$ cat src/trace_monitor_pkg.sv
// trace monitor shared definitions
// control register addresses and instruction constants
`default_nettype none

package trace_monitor_pkg;

    // control register map, one word per register
    typedef enum logic [3:0] {
        TRIG_START_EN   = 4'h0,
        TRIG_END_EN     = 4'h1,
        TRIG_START_ADDR = 4'h2,
        TRIG_END_ADDR   = 4'h3,
        RANGE_LO_EN     = 4'h4,
        RANGE_HI_EN     = 4'h5,
        RANGE_LO        = 4'h6,
        RANGE_HI        = 4'h7
    } ctrl_addr_t;

    // RV32 instruction word
    localparam int INSTR_WIDTH = 32;

    // wfi encoding (SYSTEM opcode, funct12 0x105)
    localparam logic [INSTR_WIDTH-1:0] WFI_INSTRUCTION = 32'h1050_0073;

endpackage

`default_nettype wire

$ cat src/ctrl_regs.sv
// control register file of the trace monitor
// holds trigger and range settings, written through a strobe
// that acts on its rising edge or on its level
`timescale 1ns/1ns
`default_nettype none

module ctrl_regs #(
    parameter int XLEN          = 32,
    parameter bit WRITE_ON_EDGE = 1'b1
) (
    input  wire logic                          clk,
    input  wire logic                          rst_n,
    input  wire trace_monitor_pkg::ctrl_addr_t ctrl_addr,
    input  wire logic [XLEN-1:0]               ctrl_wdata,
    input  wire logic                          ctrl_write_enable,
    output logic                               start_en,
    output logic                               end_en,
    output logic [XLEN-1:0]                    start_addr,
    output logic [XLEN-1:0]                    end_addr,
    output logic                               lo_en,
    output logic                               hi_en,
    output logic [XLEN-1:0]                    lo_bound,
    output logic [XLEN-1:0]                    hi_bound
);
    import trace_monitor_pkg::*;

    logic we_q;
    logic wr;

    // previous strobe value for the edge detector
    always_ff @(posedge clk) begin
        if (!rst_n) begin
            we_q <= 1'b0;
        end else begin
            we_q <= ctrl_write_enable;
        end
    end

    // one pulse per rise in edge mode, otherwise every cycle the strobe is high
    assign wr = WRITE_ON_EDGE ? (ctrl_write_enable & ~we_q) : ctrl_write_enable;

    always_ff @(posedge clk) begin
        if (!rst_n) begin
            start_en   <= 1'b0;
            end_en     <= 1'b0;
            start_addr <= '0;
            end_addr   <= '1;
            lo_en      <= 1'b0;
            hi_en      <= 1'b0;
            lo_bound   <= '0;
            hi_bound   <= '1;
        end else if (wr) begin
            case (ctrl_addr)
                TRIG_START_EN:   start_en   <= ctrl_wdata[0];
                TRIG_END_EN:     end_en     <= ctrl_wdata[0];
                TRIG_START_ADDR: start_addr <= ctrl_wdata;
                TRIG_END_ADDR:   end_addr   <= ctrl_wdata;
                RANGE_LO_EN:     lo_en      <= ctrl_wdata[0];
                RANGE_HI_EN:     hi_en      <= ctrl_wdata[0];
                RANGE_LO:        lo_bound   <= ctrl_wdata;
                RANGE_HI:        hi_bound   <= ctrl_wdata;
                // unmapped codes are dropped
                default: ;
            endcase
        end
    end

    // a held strobe must not keep rewriting the trigger address
    a_start_addr_only_on_write: assert property (
        @(posedge clk) disable iff (!rst_n)
        (!ctrl_write_enable || (WRITE_ON_EDGE && $past(ctrl_write_enable)))
            |=> $stable(start_addr)
    );

endmodule

`default_nettype wire

$ cat src/pc_tracker.sv
// program counter history of the trace monitor
// flags a finished instruction when the PC moves on, and forces
// one record for a wfi that stays in the history long enough
`timescale 1ns/1ns
`default_nettype none

module pc_tracker #(
    parameter int XLEN     = 32,
    parameter int WFI_HOLD = 8
) (
    input  wire logic                                   clk,
    input  wire logic                                   rst_n,
    input  wire logic [XLEN-1:0]                        pc,
    input  wire logic [trace_monitor_pkg::INSTR_WIDTH-1:0] instr,
    output logic [XLEN-1:0]                             hist_pc,
    output logic [trace_monitor_pkg::INSTR_WIDTH-1:0]   hist_instr,
    output logic                                        retire,
    output logic                                        wfi_stopped
);
    import trace_monitor_pkg::*;

    localparam int CNT_W = $clog2(WFI_HOLD + 1);

    logic [XLEN-1:0]        pc_s0;
    logic [INSTR_WIDTH-1:0] instr_s0;
    logic [CNT_W-1:0]       wfi_cnt;
    logic                   hist_is_wfi;

    // stage 0 samples the core, history follows one cycle later
    always_ff @(posedge clk) begin
        if (!rst_n) begin
            pc_s0      <= '0;
            instr_s0   <= '0;
            hist_pc    <= '0;
            hist_instr <= '0;
        end else begin
            pc_s0      <= pc;
            instr_s0   <= instr;
            hist_pc    <= pc_s0;
            hist_instr <= instr_s0;
        end
    end

    assign hist_is_wfi = (hist_instr == WFI_INSTRUCTION);

    // wfi hold counter, stops at WFI_HOLD
    always_ff @(posedge clk) begin
        if (!rst_n) begin
            wfi_cnt <= '0;
        end else if (!hist_is_wfi) begin
            wfi_cnt <= '0;
        end else if (wfi_cnt < WFI_HOLD) begin
            wfi_cnt <= wfi_cnt + 1'b1;
        end
    end

    assign wfi_stopped = (wfi_cnt == WFI_HOLD);

    // the older instruction is done once the PC behind it changes,
    // pc zero means the core has not started yet
    assign retire = ((pc_s0 != hist_pc) || (wfi_cnt == WFI_HOLD - 1))
                    && (hist_pc != '0);

    // a zero pc two cycles back is what the history holds now
    a_no_retire_at_zero: assert property (
        @(posedge clk) disable iff (!rst_n)
        ($past(pc, 2) == '0) |-> !retire
    );

endmodule

`default_nettype wire

$ cat src/trace_gate.sv
// record filter of the trace monitor
// combines trigger state, address range, enable and wfi stop
// into the strobe that writes a record
`timescale 1ns/1ns
`default_nettype none

module trace_gate #(
    parameter int XLEN = 32
) (
    input  wire logic            clk,
    input  wire logic            rst_n,
    input  wire logic [XLEN-1:0] pc,
    input  wire logic [XLEN-1:0] hist_pc,
    input  wire logic            retire,
    input  wire logic            wfi_stopped,
    input  wire logic            en,
    input  wire logic            start_en,
    input  wire logic            end_en,
    input  wire logic [XLEN-1:0] start_addr,
    input  wire logic [XLEN-1:0] end_addr,
    input  wire logic            lo_en,
    input  wire logic            hi_en,
    input  wire logic [XLEN-1:0] lo_bound,
    input  wire logic [XLEN-1:0] hi_bound,
    output logic                 record_write
);
    logic started;
    logic ended;
    logic trig_ok;
    logic range_ok;

    // triggers compare against the live pc,
    // an end match in the same cycle wins over a start match
    always_ff @(posedge clk) begin
        if (!rst_n) begin
            started <= 1'b0;
            ended   <= 1'b0;
        end else begin
            if (start_en && (pc == start_addr)) begin
                started <= 1'b1;
                ended   <= 1'b0;
            end
            if (end_en && (pc == end_addr)) begin
                ended   <= 1'b1;
                started <= 1'b0;
            end
        end
    end

    assign trig_ok = (!start_en || started) && (!end_en || !ended);

    // both bounds are inclusive
    assign range_ok = (!lo_en || (hist_pc >= lo_bound))
                      && (!hi_en || (hist_pc <= hi_bound));

    assign record_write = retire && en && !wfi_stopped && trig_ok && range_ok;

endmodule

`default_nettype wire

$ cat src/delta_timer.sv
// cycle delta timer of the trace monitor
// counts cycles since the last record write, saturating at all ones
`timescale 1ns/1ns
`default_nettype none

module delta_timer #(
    parameter int DELTA_WIDTH = 16
) (
    input  wire logic                   clk,
    input  wire logic                   rst_n,
    input  wire logic                   record_write,
    output logic [DELTA_WIDTH-1:0]      delta
);
    logic [DELTA_WIDTH-1:0] cycles;

    // restarts at one so the next write sees the full distance
    always_ff @(posedge clk) begin
        if (!rst_n) begin
            cycles <= '0;
        end else if (record_write) begin
            cycles <= {{(DELTA_WIDTH-1){1'b0}}, 1'b1};
        end else if (cycles != '1) begin
            cycles <= cycles + 1'b1;
        end
    end

    assign delta = cycles;

endmodule

`default_nettype wire

$ cat src/trace_fifo.sv
// record FIFO of the trace monitor
// circular buffer with a last flag per entry, valid/ready output
// and a sticky overflow flag for writes lost while full
`timescale 1ns/1ns
`default_nettype none

module trace_fifo #(
    parameter int XLEN        = 32,
    parameter int DELTA_WIDTH = 16,
    parameter int FIFO_DEPTH  = 8
) (
    input  wire logic clk,
    input  wire logic rst_n,
    input  wire logic push,
    input  wire logic [trace_monitor_pkg::INSTR_WIDTH+DELTA_WIDTH+XLEN-1:0] push_data,
    input  wire logic push_last,
    input  wire logic m_tready,
    output logic      m_tvalid,
    output logic [trace_monitor_pkg::INSTR_WIDTH+DELTA_WIDTH+XLEN-1:0] m_tdata,
    output logic      m_tlast,
    output logic      overflow
);
    import trace_monitor_pkg::*;

    localparam int REC_W = INSTR_WIDTH + DELTA_WIDTH + XLEN;
    localparam int PTR_W = (FIFO_DEPTH > 1) ? $clog2(FIFO_DEPTH) : 1;
    localparam int CNT_W = $clog2(FIFO_DEPTH + 1);

    logic [REC_W-1:0] rec_mem [FIFO_DEPTH];
    logic             last_mem [FIFO_DEPTH];
    logic [PTR_W-1:0] wr_ptr;
    logic [PTR_W-1:0] rd_ptr;
    logic [CNT_W-1:0] count;
    logic             full;
    logic             do_push;
    logic             do_pop;

    assign full    = (count == FIFO_DEPTH);
    assign do_push = push && !full;
    assign do_pop  = m_tvalid && m_tready;

    // storage
    always_ff @(posedge clk) begin
        if (do_push) begin
            rec_mem[wr_ptr]  <= push_data;
            last_mem[wr_ptr] <= push_last;
        end
    end

    always_ff @(posedge clk) begin
        if (!rst_n) begin
            wr_ptr   <= '0;
            rd_ptr   <= '0;
            count    <= '0;
            overflow <= 1'b0;
        end else begin
            if (do_push) begin
                wr_ptr <= (wr_ptr == PTR_W'(FIFO_DEPTH - 1)) ? '0 : wr_ptr + 1'b1;
            end
            if (do_pop) begin
                rd_ptr <= (rd_ptr == PTR_W'(FIFO_DEPTH - 1)) ? '0 : rd_ptr + 1'b1;
            end
            if (do_push && !do_pop) begin
                count <= count + 1'b1;
            end else if (do_pop && !do_push) begin
                count <= count - 1'b1;
            end
            // stays set until reset
            if (push && full) begin
                overflow <= 1'b1;
            end
        end
    end

    assign m_tvalid = (count != '0);
    assign m_tdata  = rec_mem[rd_ptr];
    assign m_tlast  = m_tvalid && last_mem[rd_ptr];

    // a stalled beat holds until the sink takes it
    a_stream_stable: assert property (
        @(posedge clk) disable iff (!rst_n)
        (m_tvalid && !m_tready) |=> (m_tvalid && $stable(m_tdata))
    );

endmodule

`default_nettype wire

$ cat src/trace_monitor.sv
// instruction trace monitor for a RISC-V core
// emits one record per finished instruction: instruction, cycle delta
// and PC, filtered by triggers and range, on a valid/ready stream
`timescale 1ns/1ns
`default_nettype none

module trace_monitor #(
    parameter int XLEN          = 32,
    parameter int DELTA_WIDTH   = 16,
    parameter int WFI_HOLD      = 8,
    parameter int FIFO_DEPTH    = 8,
    parameter bit WRITE_ON_EDGE = 1'b1
) (
    input  wire logic clk,
    input  wire logic rst_n,
    input  wire logic [XLEN-1:0] pc,
    input  wire logic [trace_monitor_pkg::INSTR_WIDTH-1:0] instr,
    input  wire logic en,
    input  wire trace_monitor_pkg::ctrl_addr_t ctrl_addr,
    input  wire logic [XLEN-1:0] ctrl_wdata,
    input  wire logic ctrl_write_enable,
    input  wire logic m_tready,
    output logic      m_tvalid,
    output logic [trace_monitor_pkg::INSTR_WIDTH+DELTA_WIDTH+XLEN-1:0] m_tdata,
    output logic      m_tlast,
    output logic      overflow
);
    import trace_monitor_pkg::*;

    logic                   start_en;
    logic                   end_en;
    logic [XLEN-1:0]        start_addr;
    logic [XLEN-1:0]        end_addr;
    logic                   lo_en;
    logic                   hi_en;
    logic [XLEN-1:0]        lo_bound;
    logic [XLEN-1:0]        hi_bound;
    logic [XLEN-1:0]        hist_pc;
    logic [INSTR_WIDTH-1:0] hist_instr;
    logic                   retire;
    logic                   wfi_stopped;
    logic                   record_write;
    logic [DELTA_WIDTH-1:0] delta;
    logic [INSTR_WIDTH+DELTA_WIDTH+XLEN-1:0] push_data;
    logic                   push_last;

    ctrl_regs #(
        .XLEN          (XLEN),
        .WRITE_ON_EDGE (WRITE_ON_EDGE)
    ) ctrl_regs_i (
        .clk               (clk),
        .rst_n             (rst_n),
        .ctrl_addr         (ctrl_addr),
        .ctrl_wdata        (ctrl_wdata),
        .ctrl_write_enable (ctrl_write_enable),
        .start_en          (start_en),
        .end_en            (end_en),
        .start_addr        (start_addr),
        .end_addr          (end_addr),
        .lo_en             (lo_en),
        .hi_en             (hi_en),
        .lo_bound          (lo_bound),
        .hi_bound          (hi_bound)
    );

    pc_tracker #(
        .XLEN     (XLEN),
        .WFI_HOLD (WFI_HOLD)
    ) pc_tracker_i (
        .clk         (clk),
        .rst_n       (rst_n),
        .pc          (pc),
        .instr       (instr),
        .hist_pc     (hist_pc),
        .hist_instr  (hist_instr),
        .retire      (retire),
        .wfi_stopped (wfi_stopped)
    );

    trace_gate #(
        .XLEN (XLEN)
    ) trace_gate_i (
        .clk          (clk),
        .rst_n        (rst_n),
        .pc           (pc),
        .hist_pc      (hist_pc),
        .retire       (retire),
        .wfi_stopped  (wfi_stopped),
        .en           (en),
        .start_en     (start_en),
        .end_en       (end_en),
        .start_addr   (start_addr),
        .end_addr     (end_addr),
        .lo_en        (lo_en),
        .hi_en        (hi_en),
        .lo_bound     (lo_bound),
        .hi_bound     (hi_bound),
        .record_write (record_write)
    );

    delta_timer #(
        .DELTA_WIDTH (DELTA_WIDTH)
    ) delta_timer_i (
        .clk          (clk),
        .rst_n        (rst_n),
        .record_write (record_write),
        .delta        (delta)
    );

    // record layout, msb first: instruction, delta, pc
    assign push_data = {hist_instr, delta, hist_pc};

    // the forced wfi record closes the trace
    assign push_last = (hist_instr == WFI_INSTRUCTION);

    trace_fifo #(
        .XLEN        (XLEN),
        .DELTA_WIDTH (DELTA_WIDTH),
        .FIFO_DEPTH  (FIFO_DEPTH)
    ) trace_fifo_i (
        .clk       (clk),
        .rst_n     (rst_n),
        .push      (record_write),
        .push_data (push_data),
        .push_last (push_last),
        .m_tready  (m_tready),
        .m_tvalid  (m_tvalid),
        .m_tdata   (m_tdata),
        .m_tlast   (m_tlast),
        .overflow  (overflow)
    );

endmodule

`default_nettype wire

$ cat config.mk
export PLATFORM = sky130hd
export DESIGN_NAME = trace_monitor
export DESIGN_NICKNAME = d
export VERILOG_FILES = /design/src/trace_monitor_pkg.sv /design/src/ctrl_regs.sv /design/src/pc_tracker.sv /design/src/trace_gate.sv /design/src/delta_timer.sv /design/src/trace_fifo.sv /design/src/trace_monitor.sv
export SDC_FILE = /design/constraint.sdc
export NUM_CORES = 1
export LEC_CHECK = 0
export ABC_CLOCK_PERIOD_IN_PS = 14700
export BUFFER_PORTS_ARGS = -buffer_cell sky130_fd_sc_hd__buf_2
export CORE_AREA = 2 2 305 307
export CTS_CLUSTER_SIZE = 25
export DETAILED_ROUTE_END_ITERATION = 16
export DIE_AREA = 0 0 307 309
export SLEW_MARGIN = 30
export SYNTH_ARGS = -nofsm -noshare
export SYNTH_HDL_FRONTEND = slang
export SYNTH_HIERARCHICAL = 1
export SYNTH_SLANG_ARGS = --single-unit
$ cat constraint.sdc
create_clock -name clk -period 14.7 [get_ports clk]
set_input_delay 1.47 -clock clk [delete_from_list [all_inputs] [get_ports clk]]
set_output_delay 1.47 -clock clk [all_outputs]
set_load 0.05 [all_outputs]
==> impl_metrics.csv <==
group,metric,value,unit
run_status,status,"completed",
clock_network,cts_max_level,3,
cells_and_area,nFillCells,7712,
synth,synth_cells,2318,
drt,wl_per_cell,22.92,um
setup_path,cpPeakStageDelay,0.76,ns
setup_path,end_kind,"output port",
synth,syn_nets,2498,
timing,fin_crit_sh,36.94,%
setup_path,cp.required,13.23,ns
job,max_cap_viol_count,0,
die,start_util,41.73,%
synth,synth_cell_types,77,
place,dpl_worst_slack,9.015,ns
clock_network,path_clk_slew,0.06,ns
pwr,power_density,159.9,mW/mm^2
setup_path,cp_cell_sequence,"buf_4, buf_6, mux4_2, mux2_4, buf_2",
drt,drtAntennaViolNets,0,
timing,period_minus_slack,5.430,ns
place,place_hpwl,55.58,mm
synth,syn_avg_cell_area,16.45,um^2
timing,maxSlewViolCount,0,
setup_path,slowest_stage,"buf_4",
die,io_pins,188,
clock_network,hold_buffers,0,
die,die_area,0.09486,mm^2
timing,finalSetupViolCount,0,
pwr,p_leak,16.00,nW
timing,worst_slew_pin_slew,0.9708,ns
clock_network,cts_tree,"yes",
timing,hold_viol_final,0,
drt,first_pass_iters,7,
die,dieWidth,307,um
clock_network,post-cts-setup-buffers,0,
cells_and_area,drive_gt1_share,24.95,%
place,io_buffers,187,
drt,routed_wl,87.20,mm
cells_and_area,nets,2714,
synth,synth_area,0.03814,mm^2
clock_network,cts.path.max_buffers,3,
clock_network,clk_latency,0.68,ns
cells_and_area,final_area,0.04365,mm^2
timing,setup_slack,9.270,ns
synth,yosys_register_bits,945,
global_routing,grt_max_degree,140,
clock_network,cts.repair.resized,0,
global_routing,track_usage,18.39,%
setup_path,startpoint_type,"register",
drt,vias_per_cell,5.254,
setup_path,cp.arrival,3.96,ns
min_path,hold_class,"reg2reg",
die,die_y,309,um
place,placed_area,0.04024,mm^2
timing,rsz0062_at_grt,"false",
timing,slew_headroom,35.28,%
global_routing,antenna_found_initial,2,
clock_network,cts_sinks,945,
timing,whs,0.4366,ns
setup_path,path_class,"reg2out",
setup_path,cp_max_fo,52,
drt,drc_errors,0,
synth,ys.flop_type,"edfxtp_1",
die,core_area,0.09139,mm^2
synth,synthArstFlopShare,0,%
place,place.gp.congestion,0.8436,
drt,vias,19986,
global_routing,grt_pass1_wl,130.7,mm
die,rows,111,
timing,setup_tns,0,ns
synth,yosysSeqAreaShare,66.61,%
clock_network,root_buffer,"clkbuf_16",
drt,drtIter0Drc,1335,
clock_network,numCtsBuffers,98,
synth,yosys_warnings,6,
timing,fmax,0.1842,GHz
timing,skew,0.04180,ns
cells_and_area,synthToLayoutAreaGrowth,14.45,%
global_routing,grt_pass1_vias,20900,
global_routing,grt_overflow,0,
pwr,vdd_drop_max,0.07998,mV
synth,synth-edff-count,648,
-- stage by stage --
step / std cells / power [W] / utilization [%]
after global placement: 3619 / 0.004500 / 44.02
after CTS: 3802 / 0.007070 / 47.72
after global routing: 3804 / 0.007241 / 47.77
final: 3804 / 0.006979 / 47.77
after floorplan: 2318 / 0.004212 / -
after detailed placement: 3619 / 0.004521 / 44.03
-- Yosys cell counts (all sizes together) (2+ instances only) --
master,n,area (um^2)
or4,9,78.82
mux2i,137,1371
nor4b,5,56.31
dfxtp,297,5946
buf,55,461.7
a21oi,34,170.2
nand4b,3,41.29
clkbuf,46,175.2
edfxtp,648,19460
a21boi,7,52.55
xnor2,63,551.8
and3b,2,17.52
nor3b,2,20.02
a2111oi,2,17.52
inv,74,277.8
nand2b,5,33.78
o31ai,3,22.52
mux4,162,3649
o41ai,2,25.03
o21ai,16,80.07
a31oi,6,37.54
a211oi,6,45.04
nor4,31,206.4
and4,5,48.80
nand3,23,115.1
nor2b,103,644.4
o211ai,4,30.03
or3,8,51.30
ha,74,925.9
and2,133,833.3
nand2,142,533.0
a21o,4,31.28
mux2,80,1194
nor2,17,63.81
nor3,13,65.06
xor2,38,332.8
o21a,2,15.01
and3,4,31.28
nand4,38,271.5
o211a,2,20.02
-- logic make-up after synthesis --
| kind of cell | after synthesis | synth area share, % |
|---|---|---|
| DFF | 945 | 66.61 |
| adders and majority gates | 75 | 2.480 |
| buffers and inverters | 175 | 2.398 |
| xor gates and xnor gates | 101 | 2.319 |
| AOI/OAI and AO/OA | 96 | 1.627 |
| muxes | 379 | 16.29 |
| and+or+nand+nor | 547 | 8.271 |
-- flip-flops by register name, summed over array words and instances, names as in the netlist, 3 cells and up, named ones only --
signal                   cells
ctrl_regs_i/hi_bound        32
ctrl_regs_i/lo_bound        32
ctrl_regs_i/start_addr      32
delta_timer_i/delta         16
pc_tracker_i/hist_instr     32
trace_fifo_i/count           4
trace_fifo_i/rd_ptr          3
pc_tracker_i/instr_s0       32
pc_tracker_i/wfi_cnt         4
pc_tracker_i/pc_s0          32
trace_fifo_i/wr_ptr          3
ctrl_regs_i/end_addr        32
pc_tracker_i/hist_pc        32
trace_fifo_i/rec_mem       640
trace_fifo_i/last_mem        8
-- path summary, 6_finish.rpt --
kind | start | endpoint | depth (start not counted) | slack [ns]
min reg2reg | pc_tracker_i/instr_s0[20]$_SDFF_PN0_ | pc_tracker_i/hist_instr[20]$_SDFF_PN0_ | 1 | 0.44
max reg2reg | pc_tracker_i/hist_pc[27]$_SDFF_PN0_ | trace_fifo_i/rec_mem[5][23]$_DFFE_PP_ | 16 | 9.37
min | pc_tracker_i/instr_s0[20]$_SDFF_PN0_ | pc_tracker_i/hist_instr[20]$_SDFF_PN0_ | 1 | 0.44
max | register | m_tdata[16] | 5 | 9.27
-- final cells by class --
class | count | area (um^2) | share of cell area [%]
Multi-Input combinational cell | 1198 | 11900 | 27.25
Timing Repair Buffer | 217 | 1201 | 2.752
Antenna cell | 1 | 2.502 | 0.005733
Clock inverter | 46 | 583.1 | 1.336
Inverter | 74 | 277.8 | 0.6363
Sequential cell | 945 | 25420 | 58.23
Tap cell | 1186 | 1484 | 3.400
Clock buffer | 137 | 2790 | 6.392
-- worst max-delay path: cells and delay by family, from the launching register on --
| family | cells | cell delay (ns) |
|---|---|---|
| multiplexers | 2 | 0.92 |
| flip-flops | 1 | 0.61 |
| buffers and inverters | 3 | 1.65 |
-- routing by layer --
layer,GRT usage [%],up-vias,routed length [um]
li1,-,9178,-
met1,24.64,10153,38410
met2,31.16,517,42750
met3,2.761,138,3666
met4,5.400,0,2368
met5,0,-,0
-- cell usage in the layout, fill, tap and decap left out, drive strengths merged, types with 31 or more instances in the layout --
cell type / netlist / final
and2: 133 / 133
buf: 55 / 216
mux2: 80 / 80
ha: 74 / 74
xnor2: 63 / 63
mux2i: 137 / 137
nand2: 142 / 142
dfxtp: 297 / 297
xor2: 38 / 38
a21oi: 34 / 34
nor4: 31 / 31
mux4: 162 / 162
inv: 74 / 77
edfxtp: 648 / 648
nor2b: 103 / 103
clkbuf: 46 / 138
nand4: 38 / 38
-- power breakdown --
| group | internal, W | switching (W) |
|---|---|---|
| logic | 0.000536 | 0.000835 |
| registers | 0.00297 | 0.0000907 |
| clock network | 0.00151 | 0.00103 |
No activity file was read; power rests on OpenSTA's default activity.
